File: config.mk
export PLATFORM = sky130hd
export DESIGN_NAME = data_port
export DESIGN_NICKNAME = d
export VERILOG_FILES = /design/src/hw/mem_pkg.sv /design/src/hw/data_port.sv
export VERILOG_INCLUDE_DIRS = /design/src /design/src/hw
export SDC_FILE = /design/constraint.sdc
export NUM_CORES = 1
export LEC_CHECK = 0
export BUFFER_PORTS_ARGS = -buffer_cell sky130_fd_sc_hd__buf_2
export CORE_MARGIN = 10
export CORE_UTILIZATION = 38
export DETAILED_ROUTE_END_ITERATION = 8
export PLACE_DENSITY = 0.84
export SLEW_MARGIN = 25
export SYNTH_ARGS = -nofsm -noshare
export SYNTH_HDL_FRONTEND = slang
export SYNTH_SLANG_ARGS = --single-unit
File: constraint.sdc
create_clock -name clk -period 4.71 [get_ports clk]
set_input_delay 0.2355 -clock clk [delete_from_list [all_inputs] [get_ports clk]]
set_output_delay 0.2355 -clock clk [all_outputs]
set_load 0.02 [all_outputs]
File: src/hw/mem_cfg.svh
`ifndef MEM_CFG_SVH
`define MEM_CFG_SVH

// width of addresses, data words and write masks
`define MEM_DATA_W 32
// memory depth in words, index taken from addr[9:2]
`define MEM_WORDS 256
// accepted read to rvalid, in cycles
`define MEM_READ_LAT 2
// cycles of mem_ready low after an accepted write
`define MEM_WRITE_BUSY 3

// data port command codes, anything else is a nop
`define MEM_CMD_NOP 3'd0
`define MEM_CMD_READ 3'd1
`define MEM_CMD_WRITE 3'd2

`endif

File: src/hw/mem_pkg.sv
`default_nettype none

`include "mem_cfg.svh"

package mem_pkg;

	// one data word
	typedef logic [`MEM_DATA_W-1:0] word_t;
	// byte address, only bits 9..2 select a word
	typedef logic [`MEM_DATA_W-1:0] addr_t;
	// write mask, a set bit takes the new data bit
	typedef logic [`MEM_DATA_W-1:0] mask_t;
	// data port command code
	typedef logic [2:0] dcmd_t;

	// arbiter fsm
	typedef enum logic [1:0] {
		arb_idle,
		arb_issue,
		arb_wait_read
	} arb_state_t;

endpackage

`default_nettype wire

File: src/hw/data_port.sv
`timescale 1ns/10ps
`default_nettype none

`include "mem_cfg.svh"

module data_port (
	input  wire logic           clk,
	input  wire logic           arst_n,
	input  wire mem_pkg::dcmd_t d_cmd,
	input  wire mem_pkg::addr_t d_addr,
	input  wire mem_pkg::word_t wdata,
	input  wire mem_pkg::mask_t wmask,
	output logic                d_cmd_ready,
	output mem_pkg::word_t      rdata,
	output logic                rdata_valid,
	output logic                data_req,
	output logic                data_write,
	output mem_pkg::addr_t      data_addr,
	output mem_pkg::word_t      data_wdata,
	output mem_pkg::mask_t      data_wmask,
	input  wire logic           data_done,
	input  wire mem_pkg::word_t resp_data
);

	import mem_pkg::*;

	// command decode, unknown codes act as nop
	logic cmd_read;
	logic cmd_write;
	logic cmd_op;
	logic ready_q;
	logic valid_q;
	word_t rdata_q;

	assign cmd_read = (d_cmd == `MEM_CMD_READ);
	assign cmd_write = (d_cmd == `MEM_CMD_WRITE);
	assign cmd_op = cmd_read | cmd_write;

	// any live command hides ready and valid
	assign d_cmd_ready = ready_q & ~cmd_op;
	assign rdata_valid = valid_q & ~cmd_op;
	assign rdata = rdata_q;

	always_ff @(posedge clk or negedge arst_n) begin
		if (!arst_n) begin
			ready_q <= 1'b1;
			valid_q <= 1'b0;
			rdata_q <= '0;
			data_req <= 1'b0;
			data_write <= 1'b0;
		end else if (cmd_op) begin
			// one pending command, old read data no longer valid
			ready_q <= 1'b0;
			valid_q <= 1'b0;
			data_req <= 1'b1;
			data_write <= cmd_write;
		end else if (data_done) begin
			ready_q <= 1'b1;
			data_req <= 1'b0;
			// writes leave rdata alone
			if (!data_write) begin
				valid_q <= 1'b1;
				rdata_q <= resp_data;
			end
		end
	end

	// operands of the pending command
	always_ff @(posedge clk) begin
		if (cmd_op) begin
			data_addr <= d_addr;
			data_wdata <= wdata;
			data_wmask <= wmask;
		end
	end

endmodule

`default_nettype wire

### Word-level counts from Yosys, hierarchy flattened

Cells that the tools add are included.

| storage, ports and cells | value |
|---|---|
| logic and storage cells | 26 |
| output and inout port bits | 132 |
| register bits | 132 |

| cells by class | value |
|---|---|
| reduce and logical (&&, ||, !) cells | 3 |
| equality and inequality tests | 3 |
| muxes and demuxes | 7 |
| bitwise gates (word level) | 5 |

Operators by type and width:

| kind | number |
|---|---|
| $mux W1 | 7 |
| $eq A3 B1 Y1 const B | 1 |
| $eq A3 B2 Y1 const B | 1 |
| $reduce_and A3 Y1 | 1 |
| $and A1 B1 Y1 | 2 |
| $ne A2 B1 Y1 const B | 1 |
| $not A1 Y1 | 2 |
| $reduce_and A2 Y1 | 1 |
| $reduce_bool A2 Y1 | 1 |
| $or A1 B1 Y1 | 1 |

### Longest topological paths before layout

| depth | value |
|---|---|
| depth after elaboration | 4 |
| mapped depth | 4 |
| gate-level depth less buffers | 3 |

### Least setup slack after synthesis

Ideal clock, no wire load.

| timing path | value |
|---|---|
| path kind | input-to-output |
| start | in d_cmd[1] |
| end | out d_cmd_ready |
| setup slack | -0.768 ns |
| arrival time | 5.242 ns |
| stages on the path | 3 |
| cell sequence | xnor2_2 > nor2_1 > nor2b_1 |

| on the way | value |
|---|---|
| longest elaborated chain between the ends | 4 |

Ends and longest elaborated chain:

| what | line | RTL |
|---|---|---|
| start: declaration | data_port.sv:9 | `input wire mem_pkg::dcmd_t d_cmd,` |
| $eq A3 B1 Y1 (no source line) / $eq A3 B2 Y1 (equally long branches) | - |  |
| $or A1 B1 Y1 * | data_port.sv:37 | `assign cmd_op = cmd_read \| cmd_write;` |
| named net cmd_op | data_port.sv:30 | `logic cmd_op;` |
| $not A1 Y1 * | data_port.sv:40 | `assign d_cmd_ready = ready_q & ~cmd_op;` |
| $and A1 B1 Y1 * | data_port.sv:40 |  |
| end: declaration | data_port.sv:13 | `output logic d_cmd_ready,` |

The timed path passes the listed nets; every way through them passes the cells marked *.

### Worst setup path after layout

Ends and elaborated chain as after synthesis.

==> results.ini <==
[status]
status=finished clean

[synth]
ys_ff_latch=132
synth.avg_cell_area_um2=23.3
synthCells=184
synth.distinct_cells=15
synth_area_um2=4280
yosysSeqAreaShare_pct=88.4
ys_warn_count=0
synth_nets=318

[timing]
period_minus_slack_ns=1.54
tightest_slew_ns=1.01
setup_viol=0
hold_viol=0
maxSlewHeadroom_pct=32.5
fin_tns_setup_ns=0
grt_setup_unrepaired=no
finalMaxSlewViolations=0
timing.final.crit_share_pct=32.7
fin_skew_ns=0.00683
setup_ws_ns=3.17
fmax_mhz=650

[global_route]
grtUsageTotal_pct=16.9
grt_overflow=0
grt_first_pass_wirelength_mm=20.6
grt_pass1_vias=3549
grt_antenna_before_repair=1
grt_max_degree=59

[power]
p_per_area_nw_per_um2=490
peakVddDrop_uv=244
p_leak_uw=0.00314
power_uw=3460

[run]
max_cap_viol_count=0

[worst_setup_path]
end_kind=output pin
crit_arrival_ns=1.30
crit_required_ns=4.47
r2r_slack_ns=3.17
cp_max_fo=18
start_kind=primary input
critical_path_class=in -> out

[placed_design]
portBuffers=265
gp_congestion=0.805
preCtsSetupSlack_ns=2.49
dpl.hpwl_mm=10.2
dpl_cell_area_um2=5780

[final_layout]
finalInstanceArea_um2=7070
nNetsFinal=669
drive_above_1_share_pct=60.6
syn_to_final_growth_pct=65.1

[cts]
clk_path_buf_depth=2
h-tree-depth=4
cts_resized=0
clkLatencyLatePin_ns=0.40
clkTransAtPathRegs_ns=0.05
clkSinkCount=132
cts_buffers=17
cts-root-buf=clkbuf_16
cts_tree=done

[detailed_routing]
routed_wl_mm=13.9
first_pass_iters=4
routedWlPerCell_um=20.2
drc=0
vias_per_cell=4.48
vias=3085
final_antenna_net_count=0
drt_iter0_markers=198

[floorplan]
std_cell_rows=38
die_y_um=126
coreArea_um2=10900
initial_core_util_pct=39.2
die_area_um2=15900
pin_count=266
dieWidth_um=126

[worst_hold_path]
hold_class=in -> reg

==> critical path: stages <==
cell,delay (ns)
buf_2,0.12
xnor2_2,0.18
nor2_4,0.45
nor2b_1,0.13
buf_2,0.19
==> worst paths after layout <==
path	from	endpoint	depth (start not counted)
setup / recovery	d_cmd[1]	d_cmd_ready	5
hold / removal	d_addr[26]	data_addr[26]	1
setup reg to reg	data_write	rdata[21]	3
hold reg to reg	ready_q	ready_q	2
max in group asynchronous	arst_n	rdata[30]	2
min in group asynchronous	arst_n	rdata[10]	2
==> per-layer routing <==
layer	up-vias	share of wire, %	GRT usage (%)
met5	-	0	0
met4	0	1.2	6.03
met3	14	9.3	7.38
met2	175	55	30.7
met1	1489	34	16.6
li1	1407	-	-
==> report_power, final <==
group          switching, uW  internal, uW
registers               71.9          1440
clock network            483           782
logic                    410           274
total                    965          2500
==> cell usage after synthesis <==
| cell | number | area (um^2) |
|---|---|---|
| o21ai_4 | 1 | 16.3 |
| xnor2_2 | 1 | 16.3 |
| nand2_1 | 1 | 3.75 |
| mux2_2 | 30 | 338 |
| mux2_1 | 2 | 22.5 |
| nor2_1 | 6 | 22.5 |
| dfrtp_1 | 35 | 876 |
| o22ai_1 | 1 | 6.26 |
| buf_6 | 3 | 33.8 |
| inv_1 | 2 | 7.51 |
| nor2b_1 | 2 | 12.5 |
| dfstp_2 | 1 | 26.3 |
| edfxtp_1 | 96 | 2880 |
| and2b_1 | 1 | 7.51 |
| o21ai_0 | 2 | 10.0 |
==> per-stage QoR <==
stage	utilization, %	hold slack (ns)	std cells
after global routing	64.6	0.000229	689
after CTS	63.6	0.000214	679
after detailed placement	52.8	0.362	587
after global placement	52.8	0.342	587
after floorplan	-	-0.0601	184
final	64.6	0.0199	689
==> cells by family (layout without fill, tap and decap cells) <==
family | count (synthesis) | count (layout) | share of synthesized area [%]
XOR/XNOR | 1 | 1 | 0.380
AND/OR/NAND/NOR | 10 | 10 | 1.08
AO/OA/AOI/OAI | 4 | 4 | 0.760
buffers and inverters | 5 | 369 | 0.964
multiplexers | 32 | 32 | 8.42
flip-flops | 132 | 132 | 88.4
other | 0 | 1 | 0
==> registers in the layout, indices dropped and copies added, names as in the netlist <==
name,cells
data_addr,32
data_wdata,32
data_wmask,32
rdata,32
data_req,1
data_write,1
ready_q,1
valid_q,1
==> timing repair <==
item | CTS | global route
hold buffers | 60 | 8
endpoints found under the hold margin | 94 | 8
setup endpoints to repair | 0 | 0
setup buffers | 0 | 0
==> placed cells by master (no fill, tap or decap), drive strengths merged <==
cell type and count:
dfstp 1, clkinvlp 3, and2b 1, xnor2 1
dlygate4sd3 68, clkbuf 17, nand2 1, nor2 6
nor2b 2, o22ai 1, bufinv 2, o21ai 3
mux2 32, edfxtp 96, buf 267, diode 1
clkinv 7, inv 5, dfrtp 35
==> cell type report <==
| cell class | count | area, um^2 |
|---|---|---|
| antenna | 1 | 2.50 |
| clock buffer | 17 | 425 |
| clock inverter | 15 | 156 |
| fill | 783 | 3870 |
| inverter | 2 | 7.51 |
| multi-input combinational | 47 | 463 |
| sequential | 132 | 3780 |
| tap | 140 | 175 |
| timing repair buffer | 335 | 2050 |
Power figures use the tool's default switching activity.
