===== config.mk =====
export PLATFORM = sky130hd
export DESIGN_NAME = mem_arbiter
export DESIGN_NICKNAME = d
export VERILOG_FILES = /design/src/hw/mem_pkg.sv /design/src/hw/mem_arbiter.sv
export VERILOG_INCLUDE_DIRS = /design/src /design/src/hw
export SDC_FILE = /design/constraint.sdc
export NUM_CORES = 1
export LEC_CHECK = 0
export ABC_AREA = 1
export BUFFER_PORTS_ARGS = -buffer_cell sky130_fd_sc_hd__clkbuf_2
export CAP_MARGIN = 0
export CORE_AREA = 8 8 109 111
export DETAILED_ROUTE_END_ITERATION = 10
export DIE_AREA = 0 0 117 119
export SYNTH_ARGS = -nofsm -noshare
export SYNTH_HDL_FRONTEND = slang
export SYNTH_SLANG_ARGS = --single-unit

===== constraint.sdc =====
create_clock -name clk -period 1.21 [get_ports clk]
set_input_delay 0.1815 -clock clk [delete_from_list [all_inputs] [get_ports clk]]
set_output_delay 0.1815 -clock clk [all_outputs]
set_load 0.005 [all_outputs]

===== src/hw/mem_cfg.svh =====
`ifndef MEM_CFG_SVH
`define MEM_CFG_SVH

// width of addresses, data words and write masks
`define MEM_DATA_W 32
// memory depth in words, index taken from addr[9:2]
`define MEM_WORDS 256
// accepted read to rvalid, in cycles
`define MEM_READ_LAT 2
// cycles of mem_ready low after an accepted write
`define MEM_WRITE_BUSY 3

// data port command codes, anything else is a nop
`define MEM_CMD_NOP 3'd0
`define MEM_CMD_READ 3'd1
`define MEM_CMD_WRITE 3'd2

`endif


===== src/hw/mem_pkg.sv =====
`default_nettype none

`include "mem_cfg.svh"

package mem_pkg;

	// one data word
	typedef logic [`MEM_DATA_W-1:0] word_t;
	// byte address, only bits 9..2 select a word
	typedef logic [`MEM_DATA_W-1:0] addr_t;
	// write mask, a set bit takes the new data bit
	typedef logic [`MEM_DATA_W-1:0] mask_t;
	// data port command code
	typedef logic [2:0] dcmd_t;

	// arbiter fsm
	typedef enum logic [1:0] {
		arb_idle,
		arb_issue,
		arb_wait_read
	} arb_state_t;

endpackage

`default_nettype wire


===== src/hw/mem_arbiter.sv =====
`timescale 1ns/10ps
`default_nettype none

module mem_arbiter (
	input  wire logic           clk,
	input  wire logic           arst_n,
	input  wire logic           fetch_req,
	input  wire mem_pkg::addr_t fetch_addr,
	output logic                fetch_done,
	input  wire logic           data_req,
	input  wire logic           data_write,
	input  wire mem_pkg::addr_t data_addr,
	input  wire mem_pkg::word_t data_wdata,
	input  wire mem_pkg::mask_t data_wmask,
	output logic                data_done,
	output mem_pkg::word_t      resp_data,
	output logic                mem_start,
	output logic                mem_write,
	output mem_pkg::addr_t      mem_addr,
	output mem_pkg::word_t      mem_wdata,
	output mem_pkg::mask_t      mem_wmask,
	input  wire logic           mem_ready,
	input  wire mem_pkg::word_t mem_rdata,
	input  wire logic           mem_rvalid
);

	import mem_pkg::*;

	arb_state_t state;
	// set while the fetch port owns the memory
	logic grant_fetch;
	logic read_back;

	// command toward memory, only the data side ever writes
	assign mem_start = (state == arb_issue) & mem_ready;
	assign mem_write = ~grant_fetch & data_write;
	assign mem_addr = grant_fetch ? fetch_addr : data_addr;
	assign mem_wdata = data_wdata;
	assign mem_wmask = data_wmask;

	// returned word, the done pulses tell who takes it
	assign read_back = (state == arb_wait_read) & mem_rvalid;
	assign resp_data = mem_rdata;
	assign fetch_done = read_back & grant_fetch;
	// writes finish as soon as memory takes them
	assign data_done = (read_back & ~grant_fetch) | (mem_start & mem_write);

	always_ff @(posedge clk or negedge arst_n) begin
		if (!arst_n) begin
			state <= arb_idle;
			grant_fetch <= 1'b0;
		end else begin
			case (state)
				arb_idle: begin
					// fetch first when both wait
					if (fetch_req || data_req) begin
						grant_fetch <= fetch_req;
						state <= arb_issue;
					end
				end
				arb_issue: begin
					if (mem_ready) begin
						if (mem_write) begin
							state <= arb_idle;
						end else begin
							state <= arb_wait_read;
						end
					end
				end
				arb_wait_read: begin
					// fixed latency, just wait for the pulse
					if (mem_rvalid) begin
						state <= arb_idle;
					end
				end
				default: begin
					state <= arb_idle;
				end
			endcase
		end
	end

endmodule

`default_nettype wire


# Yosys cells after proc, flatten, opt, wreduce, memory -nomap -nowiden
# Index checks and enable logic that the tools add are counted.
op_classes:
  bitwise: 8
  reduce_logical: 4
  muxes: 6
  eq_ne: 5
op_table:
  columns: ["operator", "count"]
  rows:
  - ["$mux 32", 1]
  - ["$mux 2", 4]
  - ["$and 1x1->1", 6]
  - ["$ne 2x2->1 const B", 3]
  - ["$pmux 2 s3", 1]
  - ["$reduce_and 3->1", 1]
  - ["$eq 2x1->1 const B", 1]
  - ["$eq 2x2->1 const B", 1]
  - ["$logic_not 2->1", 1]
  - ["$reduce_and 2->1", 1]
  - ["$logic_or 1x1->1", 1]
  - ["$not 1->1", 1]
  - ["$or 1x1->1", 1]
word_totals:
  inputBits: 167
  wordCells: 25
  output_inout_bits: 132
  register_bits: 3

# Depth between registers and ports, before layout
logic_depth:
  ltp_word: 5
  depth_mapped: 5
  depth_no_buf: 4

# Worst setup path after synthesis
# OpenSTA, ideal clock, no wires.
synth_timing:
  path_kind: "register to output"
  startpoint: "register grant_fetch"
  endpoint: "output mem_addr[21]"
  arrival_ns: 0.787
  setup_slack_ns: 0.242
  required_ns: 1.028
  n_path_buf: 2
  path_stages_with_launch: 6
  cell_sequence: "dfrtp_1 buf_6 inv_8 buf_12 nand2_2 nand2_1"
synth_via:
  elab_chain_cells: 1
synth_lines:
  columns: ["element", "line_no", "source"]
  rows:
  - ["from (decl)", "mem_arbiter.sv:31", "logic grant_fetch;"]
  - ["from (signal assigned)", "mem_arbiter.sv:57", "grant_fetch <= fetch_req;"]
  - ["$mux 32", "mem_arbiter.sv:37", "assign mem_addr = grant_fetch ? fetch_addr : data_addr;"]
  - ["to (decl)", "mem_arbiter.sv:19", "output mem_pkg::addr_t mem_addr,"]
# No other way between the ends.

# Worst setup path after layout
layout_timing:
  startpoint: "register grant_fetch"
  endpoint: "output mem_addr[17]"
# Same word-level chain as after synthesis.

==> flow_summary.toml <==
[placement]
dp.cells = 366
gp_congestion = 0.6760
dp_hpwl_mm = 4.075
port_buffers = 106

[global_route]
antenna_found_initial = 0
grtUsageTotal_pct = 6.804
grt_pass1_vias = 1300
grt_max_degree = 22
grt_pass1_wl_mm = 7.169
gr-total-overflow = 0

[detailed_routing]
post_drt_via_cell_ratio = 3.378
vias = 1270
routed_wl_mm = 5.251
drc = 0
drtIter0Drc = 33
dr_wl_met2_mm = 2.671
drt-met1-wl_mm = 1.615
ant_nets = 0
wire_per_inst_um = 13.97
top_layer_used = "met4"
dr_wl_met3_um = 624
dr.pass1.iters = 4

[synthesis]
yosysWarnings = 0
synthCells = 225
synth_nets = 392
synthesis.area_mm2 = 0.001385
synth-seq-cells = 3
synth_cell_types = 14
syn_avg_cell_area_um2 = 6.156
ys_seq_area_share_pct = 5.420

[sta]
fmax_mhz = 726.0
whs_ns = 0.2014
finalHoldViolations = 0
maxSlewHeadroom_pct = 84.61
period_needed_ns = 1.377
rsz0062_at_grt = "true"
worst-slew-pin-transition_ns = 0.2308
finalSetupViolCount = 35
setup_slack_ns = -0.1674
final.period_utilization_pct = 113.8
fin_skew_ns = 0.002369
maxSlewViolCount = 0

[finish]
diodes = 0
stdcell_count = 376
layout_common_cells = "clkbuf_2 (101), nand2_1 (86), nand2_2 (16), buf_2 (5)"
nNetsFinal = 408
drive_gt1_share_pct = 57.92
final_common_cell = "clkbuf_2"
area.growth.synth_to_final_pct = 6.323

[critical_path]
r2r_slack_ns = 0.26
startpoint_type = "flip-flop"
crit_path_max_fanout = 5
path_class = "flip-flop to primary output"
critPathRequiredTime_ns = 1.03
critPathCaptureType = "primary output"
r2r_start = "grant_fetch"
r2r_cells = 3
r2r_end = "state[1]"
arrival_ns = 1.20

[worst_hold_path]
hold_path_class = "primary input to flip-flop"
min_from = "fetch_req"
holdPathEnd = "grant_fetch"
worstHoldPathCells = 3

[floorplanning]
placementRows = 37
initial_core_util_pct = 13.72
design.core.area_mm2 = 0.01009
io_pins = 299
die_h_um = 119
dieArea_mm2 = 0.01392
die_w_um = 117

[clocking]
cts_num_sinks = 3
root_buffer = "clkbuf_8"
clk_pin_slew_worst_paths_ns = 0.03
clkLatencyLatePin_ns = 0.21
cts_htree_levels = 1
cts_inserted_buffers = 3
cts_tree = "built"
cts.path.max_buffers = 2

[power]
max-vdd-ir-drop_mv = 0.4277
power_mw = 2.750
p_leak_nw = 0.9135
power_per_cell_area_mw_per_mm2 = 1867

[job]
maxCapViolCount = 0

[status]
violations = "setup timing"
status = "finished with violations"
[worst max-delay path by stage]
stage	to	slack [ns]	depth (start not counted)	from
2_1_floorplan	mem_addr[21]	0.24	5	grant_fetch
3_3_place_gp	mem_addr[17]	-0.06	4	grant_fetch
3_5_place_dp	mem_addr[17]	-0.06	4	grant_fetch
4_1_cts	mem_addr[27]	-0.17	4	grant_fetch
5_1_grt	mem_addr[8]	-0.23	4	grant_fetch
6_report	mem_addr[17]	-0.17	5	grant_fetch
[worst max-delay path, cell delays in order, from the launching register on]
cell and delay [ns]:
dfrtp_2 0.48, buf_12 0.19, inv_16 0.06, nand2_1 0.05
nand2_1 0.07, clkbuf_2 0.11
[cell families after synthesis]
logic type	after synthesis	synth area share (%)
flops	3	5.420
simple gates	111	33.51
compound gates	3	1.084
buf+inv	108	59.98
[where the power goes]
part / switching (mW) / leakage [nW] / total [mW] / internal, mW
Sequential: 0.103 / 0.0341 / 0.260 / 0.157
Clock: 0.0585 / 0.0228 / 0.283 / 0.224
Combinational: 1.27 / 0.857 / 2.21 / 0.933
[Yosys cell counts (all sizes together)]
| library cell | n | area (um2) |
|---|---|---|
| nand4 | 1 | 6.260 |
| dfrtp | 3 | 75.07 |
| o21ai | 3 | 15.01 |
| nand3b | 1 | 7.510 |
| nand2 | 102 | 405.4 |
| nand3 | 3 | 15.01 |
| inv | 5 | 26.27 |
| nor2 | 4 | 30.03 |
| buf | 103 | 804.5 |
[metal layers]
metal	vias to the layer above	GRT usage [%]
li1	610	-
met1	506	5.811
met2	98	13.04
met3	56	1.819
met4	0	4.964
met5	-	0
[registers in the layout, summed over array words and instances, names as in the netlist]
register and count:
grant_fetch 1, state 2
[through the flow]
| stage | TNS, ns | cell area, um2 | worst slack (ns) | util, % |
|---|---|---|---|---|
| 2_1_floorplan | 0 | 1385 | 0.2419 | - |
| 3_3_place_gp | -0.6678 | 1296 | -0.05515 | 12.84 |
| 3_5_place_dp | -0.8819 | 1296 | -0.06345 | 12.84 |
| 4_1_cts | -5.354 | 1445 | -0.1733 | 14.32 |
| 5_1_grt | -6.754 | 1473 | -0.2278 | 14.59 |
| 6_report | -4.498 | 1473 | -0.1674 | 14.59 |
[cell type report]
class                           count  area (um2)
Fill cell                        1195        8620
Inverter                            5       35.03
Timing Repair Buffer              111       603.1
Sequential cell                     3       77.57
Timing Repair inverter              3       40.04
Tap cell                          136       170.2
Clock buffer                        4       45.04
Multi-Input combinational cell    114       501.7
[what timing repair did]
item / in CTS / in global routing
hold endpoints to repair: 3 / 0
pin swaps: 2 / 0
gates resized for setup: 12 / 15
gates cloned: 3 / 0
setup buffers: 2 / 0
hold buffers: 1 / 0
setup endpoints to repair: 34 / 36
Power figures use the tool's default switching activity.
