==> config.mk <==
export PLATFORM = sky130hd
export DESIGN_NAME = fetch_port
export DESIGN_NICKNAME = d
export VERILOG_FILES = /design/src/hw/mem_pkg.sv /design/src/hw/fetch_port.sv
export VERILOG_INCLUDE_DIRS = /design/src /design/src/hw
export SDC_FILE = /design/constraint.sdc
export NUM_CORES = 1
export LEC_CHECK = 0
export ABC_CLOCK_PERIOD_IN_PS = 800
export BUFFER_PORTS_ARGS = -buffer_cell sky130_fd_sc_hd__buf_2
export CORE_UTILIZATION = 39
export CTS_CLUSTER_DIAMETER = 120
export CTS_CLUSTER_SIZE = 12
export DETAILED_ROUTE_END_ITERATION = 8
export PLACE_DENSITY = 0.75
export SYNTH_ARGS = -nofsm -noshare
export SYNTH_HDL_FRONTEND = slang
export SYNTH_SLANG_ARGS = --single-unit
==> constraint.sdc <==
create_clock -name clk -period 0.8 [get_ports clk]
set_clock_uncertainty 0.1 [all_clocks]
set_input_delay 0.04 -clock clk [delete_from_list [all_inputs] [get_ports clk]]
set_output_delay 0.04 -clock clk [all_outputs]
set_load 0.05 [all_outputs]
==> src/hw/mem_cfg.svh <==
`ifndef MEM_CFG_SVH
`define MEM_CFG_SVH

// width of addresses, data words and write masks
`define MEM_DATA_W 32
// memory depth in words, index taken from addr[9:2]
`define MEM_WORDS 256
// accepted read to rvalid, in cycles
`define MEM_READ_LAT 2
// cycles of mem_ready low after an accepted write
`define MEM_WRITE_BUSY 3

// data port command codes, anything else is a nop
`define MEM_CMD_NOP 3'd0
`define MEM_CMD_READ 3'd1
`define MEM_CMD_WRITE 3'd2

`endif

==> src/hw/mem_pkg.sv <==
`default_nettype none

`include "mem_cfg.svh"

package mem_pkg;

	// one data word
	typedef logic [`MEM_DATA_W-1:0] word_t;
	// byte address, only bits 9..2 select a word
	typedef logic [`MEM_DATA_W-1:0] addr_t;
	// write mask, a set bit takes the new data bit
	typedef logic [`MEM_DATA_W-1:0] mask_t;
	// data port command code
	typedef logic [2:0] dcmd_t;

	// arbiter fsm
	typedef enum logic [1:0] {
		arb_idle,
		arb_issue,
		arb_wait_read
	} arb_state_t;

endpackage

`default_nettype wire

==> src/hw/fetch_port.sv <==
`timescale 1ns/10ps
`default_nettype none

module fetch_port (
	input  wire logic           clk,
	input  wire logic           arst_n,
	input  wire logic           inst_start,
	input  wire mem_pkg::addr_t i_addr,
	output logic                inst_ready,
	output mem_pkg::word_t      inst,
	output logic                inst_valid,
	output logic                fetch_req,
	output mem_pkg::addr_t      fetch_addr,
	input  wire logic           fetch_done,
	input  wire mem_pkg::word_t resp_data
);

	import mem_pkg::*;

	// registered ready and valid, gated by the strobe below
	logic ready_q;
	logic valid_q;
	word_t inst_q;

	// a strobe in the same cycle hides both flags
	assign inst_ready = ready_q & ~inst_start;
	assign inst_valid = valid_q & ~inst_start;
	assign inst = inst_q;

	always_ff @(posedge clk or negedge arst_n) begin
		if (!arst_n) begin
			ready_q <= 1'b1;
			valid_q <= 1'b0;
			inst_q <= '0;
			fetch_req <= 1'b0;
		end else if (inst_start) begin
			// new fetch, stays pending until the arbiter serves it
			ready_q <= 1'b0;
			valid_q <= 1'b0;
			fetch_req <= 1'b1;
		end else if (fetch_done) begin
			// word is back, keep it and reopen the port
			ready_q <= 1'b1;
			valid_q <= 1'b1;
			inst_q <= resp_data;
			fetch_req <= 1'b0;
		end
	end

	// address held for the arbiter
	always_ff @(posedge clk) begin
		if (inst_start) begin
			fetch_addr <= i_addr;
		end
	end

endmodule

`default_nettype wire

After elaboration in Yosys (flattened, before gate mapping). Index checks and enable logic that the tools add are counted.

Input bits: 68. Output and inout port bits: 67. Register bits: 67.

Reductions and logical operators: 2. Bitwise gates (word level): 3. Multiplexer cells: 4.

Operators by type and width (number): 2-to-1 mux 1 bit (4); bitwise AND 1 bit (2); AND reduction 2 bit (1); nonzero test 2 bit (1); NOT 1 bit (1).

Logic depth before layout (Yosys ltp). Gate-level depths: netlist of run 1.

Depth after elaboration: 2. Mapped depth: 4. Gate-level depth less buffers: 2.

Least setup slack after synthesis of run 1. OpenSTA, ideal clock, no wires.

Path type: register -> register. From: register, netlist name inst[10]. To: register inst_q[10], in the netlist inst[10]. Setup time: 125 ps. Clock period less this slack: 1094 ps. Arrival time: 869 ps. Setup slack: -294 ps. Cell stages (with the launch flop): 2. Cells stage by stage: dfrtp_1 > mux2_4.

RTL lines: to (signal assigned) (RTL line fetch_port.sv:45) `inst_q <= resp_data;`; to (decl) (RTL line fetch_port.sv:23) `word_t inst_q;`.

Worst setup path in the final report of run 1.
From: register ready_q. To: output inst_ready.

Word-level cells in the longest chain between the ends: 1.

RTL lines: from (decl) (RTL line fetch_port.sv:21) `logic ready_q;`; from (signal assigned) (RTL line fetch_port.sv:32) `ready_q <= 1'b1;`; from (signal assigned) (RTL line fetch_port.sv:38) `ready_q <= 1'b0;`; from (signal assigned) (RTL line fetch_port.sv:43) `ready_q <= 1'b1;`; bitwise AND 1 bit (RTL line fetch_port.sv:26) `assign inst_ready = ready_q & ~inst_start;`; to (decl) (RTL line fetch_port.sv:9) `output logic inst_ready,`.

Every way passes these cells.

==> results of run 1 <==
-- kinds of logic (layout without fill, tap and decap cells) --
group,count (synthesis),after routing
compound gates,1,1
buf+inv,5,218
flops,67,67
mux,32,32
simple gates,7,7
-- sequential cells by signal, summed over array words and instances (netlist names) --
signal,count
fetch_req,1
inst,32
fetch_addr,32
ready_q,1
valid_q,1
-- worst max-delay path: stages (launching register included) --
cell	delay, ns
dfstp_2	0.54
and2b_4	0.15
buf_8	0.14
-- through the flow --
step                      std cells  area (sq um)  total power [uW]  worst slack [ns]
after detailed placement        324          3250              6780            -0.371
final                           400          4530             11100            -0.497
after floorplan                 112          2470              6100            -0.209
after CTS                       393          4450             11000            -0.510
after global placement          324          3250              6750            -0.362
after global routing            400          4530             11500            -0.545
-- final cells by class --
type,instances,area (sq um),area share
sequential,67,1880,0.415
tap,75,93.8,0.0207
timing repair buffer,201,1780,0.393
inverter,1,3.75,0.000828
clock buffer,10,128,0.0282
clock inverter,6,113,0.0248
multi-input combinational,40,536,0.118
-- worst min path at each step --
| stage | endpoint | slack (ns) | depth (start not counted) |
|---|---|---|---|
| 2_1_floorplan | fetch_req$_DFFE_PN0P_ | -0.36 | 0 |
| 3_3_place_gp | valid_q$_DFFE_PN0P_ | -0.08 | 2 |
| 3_5_place_dp | valid_q$_DFFE_PN0P_ | -0.08 | 2 |
| 4_1_cts | inst[24]$_DFFE_PN0P_ | -0.18 | 2 |
| 5_1_grt | inst[24]$_DFFE_PN0P_ | -0.18 | 2 |
| 6_report | inst[24]$_DFFE_PN0P_ | -0.16 | 2 |
-- layout by cell type, fill, tap and decap left out, types with 2 or more instances in the layout --
cell	Yosys	layout
buf_12	2	2
buf_6	1	75
buf_4	0	6
nor2_1	4	3
buf_2	0	67
mux2_4	30	31
dfrtp_2	0	33
edfxtp_1	32	32
clkbuf_8	0	9
dlygate4sd3_1	0	50
bufinv_16	0	3
-- Yosys cell counts --
cell type and count:
a21o_2 1, and2b_2 2, buf_12 2, buf_6 1, buf_8 1, dfrtp_1 34, dfstp_2 1, edfxtp_1 32
inv_1 1, mux2_2 2, mux2_4 30, nor2_1 4, nor2b_1 1
-- routing by layer --
layer	GRT usage	vias up
li1	-	818
met1	0.258	864
met2	0.346	109
met3	0.0573	13
met4	0.107	0
met5	0	-
-- repair_timing --
| action | in CTS | in global routing |
|---|---|---|
| setup buffers | 5 | 5 |
| hold buffers | 48 | 2 |
| hold endpoints to repair | 101 | 19 |
| resized for setup | 140 | 6 |
| pin swaps | 2 | 1 |
| endpoints found under the setup margin | 100 | 101 |
-- where the power goes --
part / leakage [uW] / switching, uW / internal (uW)
Combinational: 0.00125 / 1840 / 1490
Clock: 0.000121 / 1300 / 2080
Sequential: 0.000689 / 287 / 4060
Total: 0.00206 / 3440 / 7640
==> results.ini, run 1 <==
[cells_and_area]
nets = 388
nFillCells = 326
utilization = 0.761
drive_above_1_share = 0.729
area.growth.synth_to_final_pct = 86.7
diodes = 0

[global_routing]
grt_pass1_vias = 1824
antenna_found_initial = 0
grt_overflow = 0
track_usage = 0.212
grt_pass1_wl_um = 9720
grt_max_degree = 36

[sta]
timing.fmax_mhz = 771
hold_slack_ns = -0.164
finalWorstSetupSlack_ns = -0.497
period_needed_ns = 1.30
fin_crit_sh = 1.62
tightest_slew_ns = 0.214
finalSetupViolCount = 102
hold_viol_final = 15
report.final.slew_viol_count = 0
fin_tns_setup_ns = -20.56
rsz0062_at_grt = true
maxSlewHeadroom = 0.857

[synthesis]
netlist_instances = 112
yosysTopAreaCell = edfxtp_1
yosysTopAreaCellShare = 0.396
seq_area_frac_synth = 0.757
synth-warning-count = 0
ys_seq_elements = 67
synth_compound_area_frac = 0.00361
synthMuxAreaShare = 0.195
synth.area.top_cells = edfxtp_1 40%, dfrtp_1 35%, mux2_4 19%
synth_top_family_by_area = multiplexers
synth_area_sq_um = 2430
yosys.area_share.simple = 0.0160
synth_fp_nets = 180
synthDistinctLibCells = 13
synth-xor-area-share = 0
avgSynthCellArea_sq_um = 21.7
yosys.area_share.adder = 0

[worst_setup_path]
rrSetupSlack_ns = -0.22
startpoint = ready_q$_DFFE_PN1P_
end_kind = output pin
reg2reg_from = inst[9]$_DFFE_PN0P_
crit_type = register to output pin
crit_arrival_ns = 1.16
cp_max_fo = 2
cp-endpoint = inst_ready
reg2regPathDepth = 2
r2r_end = inst[9]$_DFFE_PN0P_
cp.required_ns = 0.66
critPathLaunchType = register

[routing]
firstDrtPassIters = 4
drc = 0
num_vias = 1804
route.met2.wl_um = 3460
drtIter0Drc = 65
wl_per_cell_um = 17.4
wl_um = 6950
m1WireLength_um = 2780
postRouteAntennaNets = 0
vias_per_cell = 4.51
met3_length_um = 594
highest_layer = met4

[floorplanning]
die_h_um = 80.9
die_area_sq_um = 6550
start_util = 0.408
dieWidth_um = 80.9
io_pins = 135
core-area_sq_um = 5960
rows = 28

[clock_tree]
cts.sinks = 67
cts_htree_levels = 3
root_buffer = clkbuf_8
cts_inserted_buffers = 9
clockBufferDepth = 2
clk_latency_ns = 0.33
clk_pin_slew_ns = 0.08
cts_tree = built

[power_and_ir_drop]
power.leakage_uw = 0.00206
peakVddDrop_mv = 1.45
power_density_nw_per_um2 = 2440

[placed_design]
numPortBuffers = 134
hpwl_um = 3510
gp_congestion = 0.654

[outcome]
violations = negative hold slack, negative setup slack
status = complete, but fails checks

[worst_hold_path]
hold_start = resp_data[24]
hp-class = input pin to register

[flow_run]
cap_violations = 0

(Power assumes the default switching activity.)
==> run 2: changes to the inputs <==
--- a/config.mk
+++ b/config.mk
@@ -6,13 +6,13 @@
 export SDC_FILE = /design/constraint.sdc
 export NUM_CORES = 1
 export LEC_CHECK = 0
-export ABC_CLOCK_PERIOD_IN_PS = 800
 export BUFFER_PORTS_ARGS = -buffer_cell sky130_fd_sc_hd__buf_2
 export CORE_UTILIZATION = 39
 export CTS_CLUSTER_DIAMETER = 120
 export CTS_CLUSTER_SIZE = 12
 export DETAILED_ROUTE_END_ITERATION = 8
 export PLACE_DENSITY = 0.75
+export REMOVE_ABC_BUFFERS = 1
 export SYNTH_ARGS = -nofsm -noshare
 export SYNTH_HDL_FRONTEND = slang
 export SYNTH_SLANG_ARGS = --single-unit
==> run 2 against run 1 <==
  * The run still ends with negative hold slack, negative setup slack left
  * Maximum frequency decreased by 0.31%
  * Largest power group unchanged
  * Register-to-register slack about the same
  * Clock-buffer cell count unchanged
  * Sequential share of layout area decreased by 1.0 points
  * Core utilization increased by 0.23 points
  * Die area unchanged
  * Critical path depth unchanged
  * First-iteration DRC count increased by 26%
  * Via count increased by 2.2%
  * Worst setup slack got worse by 0.0040 ns
==> results.ini, run 2 (synthesized netlist as in run 1, its figures left out) <==
[clock_tree]
cts_inserted_buffers = 9
cts_htree_levels = 3
clk_pin_slew_ns = 0.08
cts_tree = built
clk_latency_ns = 0.32
root_buffer = clkbuf_8
cts.sinks = 67
clockBufferDepth = 2

[placed_design]
place_ws_ns = -0.359
post-place-cells = 325
hpwl_um = 3570
numPortBuffers = 134
gp_congestion = 0.636

[sta]
finalWorstSetupSlack_ns = -0.501
timing.fmax_mhz = 769
report.final.slew_viol_count = 0
hold_viol_final = 12
rsz0062_at_grt = true
fin_tns_setup_ns = -20.07
hold_slack_ns = -0.156
fin_crit_sh = 1.63
tightest_slew_ns = 0.263
maxSlewHeadroom = 0.825
period_needed_ns = 1.30
finalSetupViolCount = 101

[routing]
m1WireLength_um = 2790
postRouteAntennaNets = 0
wl_um = 6960
vias_per_cell = 4.54
num_vias = 1844
route.met2.wl_um = 3340
drc = 0
firstDrtPassIters = 4
wl_per_cell_um = 17.1
met3_length_um = 722
drtIter0Drc = 82
highest_layer = met4

[power_and_ir_drop]
power.leakage_uw = 0.00212
clkPwrFrac = 0.326
combPwrFrac = 0.293
seqPwrFrac = 0.380
peakVddDrop_mv = 1.52
p_int_uw = 7890
power_density_nw_per_um2 = 2490
switchingPower_uw = 3420
swShare = 0.302

[worst_hold_path]
hold_depth = 2
hp-class = input pin to register
hold-path-endpoint = inst[2]$_DFFE_PN0P_
hold_start = resp_data[2]

[floorplanning]
start_util = 0.408
io_pins = 135
core-area_sq_um = 5960
die_area_sq_um = 6550
rows = 28
dieWidth_um = 80.9
die_h_um = 80.9

[outcome]
status = complete, but fails checks
violations = negative hold slack, negative setup slack

[global_routing]
antenna_found_initial = 0
grt_overflow = 0
grt_max_degree = 27
grt_pass1_wl_um = 9970
grt_pass1_vias = 1945
track_usage = 0.217

[worst_setup_path]
crit_arrival_ns = 1.16
critPathLaunchType = register
cp.required_ns = 0.66
r2r_end = inst[13]$_DFFE_PN0P_
end_kind = output pin
rrSetupSlack_ns = -0.21
crit_type = register to output pin
reg2regPathDepth = 2
cp_max_fo = 2
reg2reg_from = inst[13]$_DFFE_PN0P_

[cells_and_area]
diodes = 0
area.growth.synth_to_final_pct = 87.2
fin_cells = 406
nFillCells = 344
utilization = 0.763
drive_above_1_share = 0.616
nets = 394
final_common_cell = buf_6
layout_common_cells = 70 x buf_6, 67 x buf_2, 55 x dlygate4sd3_1, 34 x dfrtp_1, 32 x edfxtp_1

[flow_run]
cap_violations = 0

==> run 2: layout make-up <==
class	instances	area (sq um)	area share
Clock buffer	10	128	0.0281
Clock inverter	6	136	0.0300
Inverter	1	3.75	0.000826
Multi-Input combinational cell	40	528	0.116
Sequential cell	67	1840	0.404
Tap cell	75	93.8	0.0206
Timing Repair Buffer	207	1820	0.400
==> run 2: what timing repair did <==
action	CTS	global route
resized for setup	135	4
hold buffers	54	1
setup endpoints to repair	100	101
pin swaps	3	2
setup buffers	8	2
endpoints found under the hold margin	101	13
==> run 2: worst max-delay path by stage <==
stage / endpoint / slack, ns / cells past startpoint / startpoint
5_1_grt: inst_ready / -0.54 / 2 / ready_q$_DFFE_PN1P_
4_1_cts: inst_ready / -0.52 / 2 / ready_q$_DFFE_PN1P_
6_report: inst_ready / -0.50 / 2 / ready_q$_DFFE_PN1P_
3_5_place_dp: inst[0]$_DFFE_PN0P_ / -0.36 / 4 / inst_start
2_1_floorplan: inst[0]$_DFFE_PN0P_ / -2.15 / 2 / inst_start
3_3_place_gp: inst[31]$_DFFE_PN0P_ / -0.33 / 4 / inst_start
==> run 2: worst max-delay path: stages (launching register included) <==
cell     delay, ns
dfstp_2       0.53
and2b_2       0.15
buf_8         0.14
==> run 2: power by group through the flow <==
stage               combinational (uW)  clock [uW]  sequential (uW)
floorplan                          452           0             5580
global placement                  2460           0             4240
detailed placement                2500           0             4240
CTS                               3240        3750             4280
global route                      3440        3930             4340
finish                            3320        3690             4300
==> run 2: per-stage QoR <==
stage          power [uW]  instance area (sq um)
2_1_floorplan        6030                   2360
3_3_place_gp         6700                   3220
3_5_place_dp         6730                   3220
4_1_cts             11300                   4510
5_1_grt             11700                   4550
6_report            11300                   4550
==> run 2: routing by layer <==
metal / global-route usage / vias to the layer above
met4: 0.0946 / 0
met3: 0.0685 / 13
met2: 0.361 / 124
li1: - / 829
met5: 0 / -
met1: 0.256 / 878
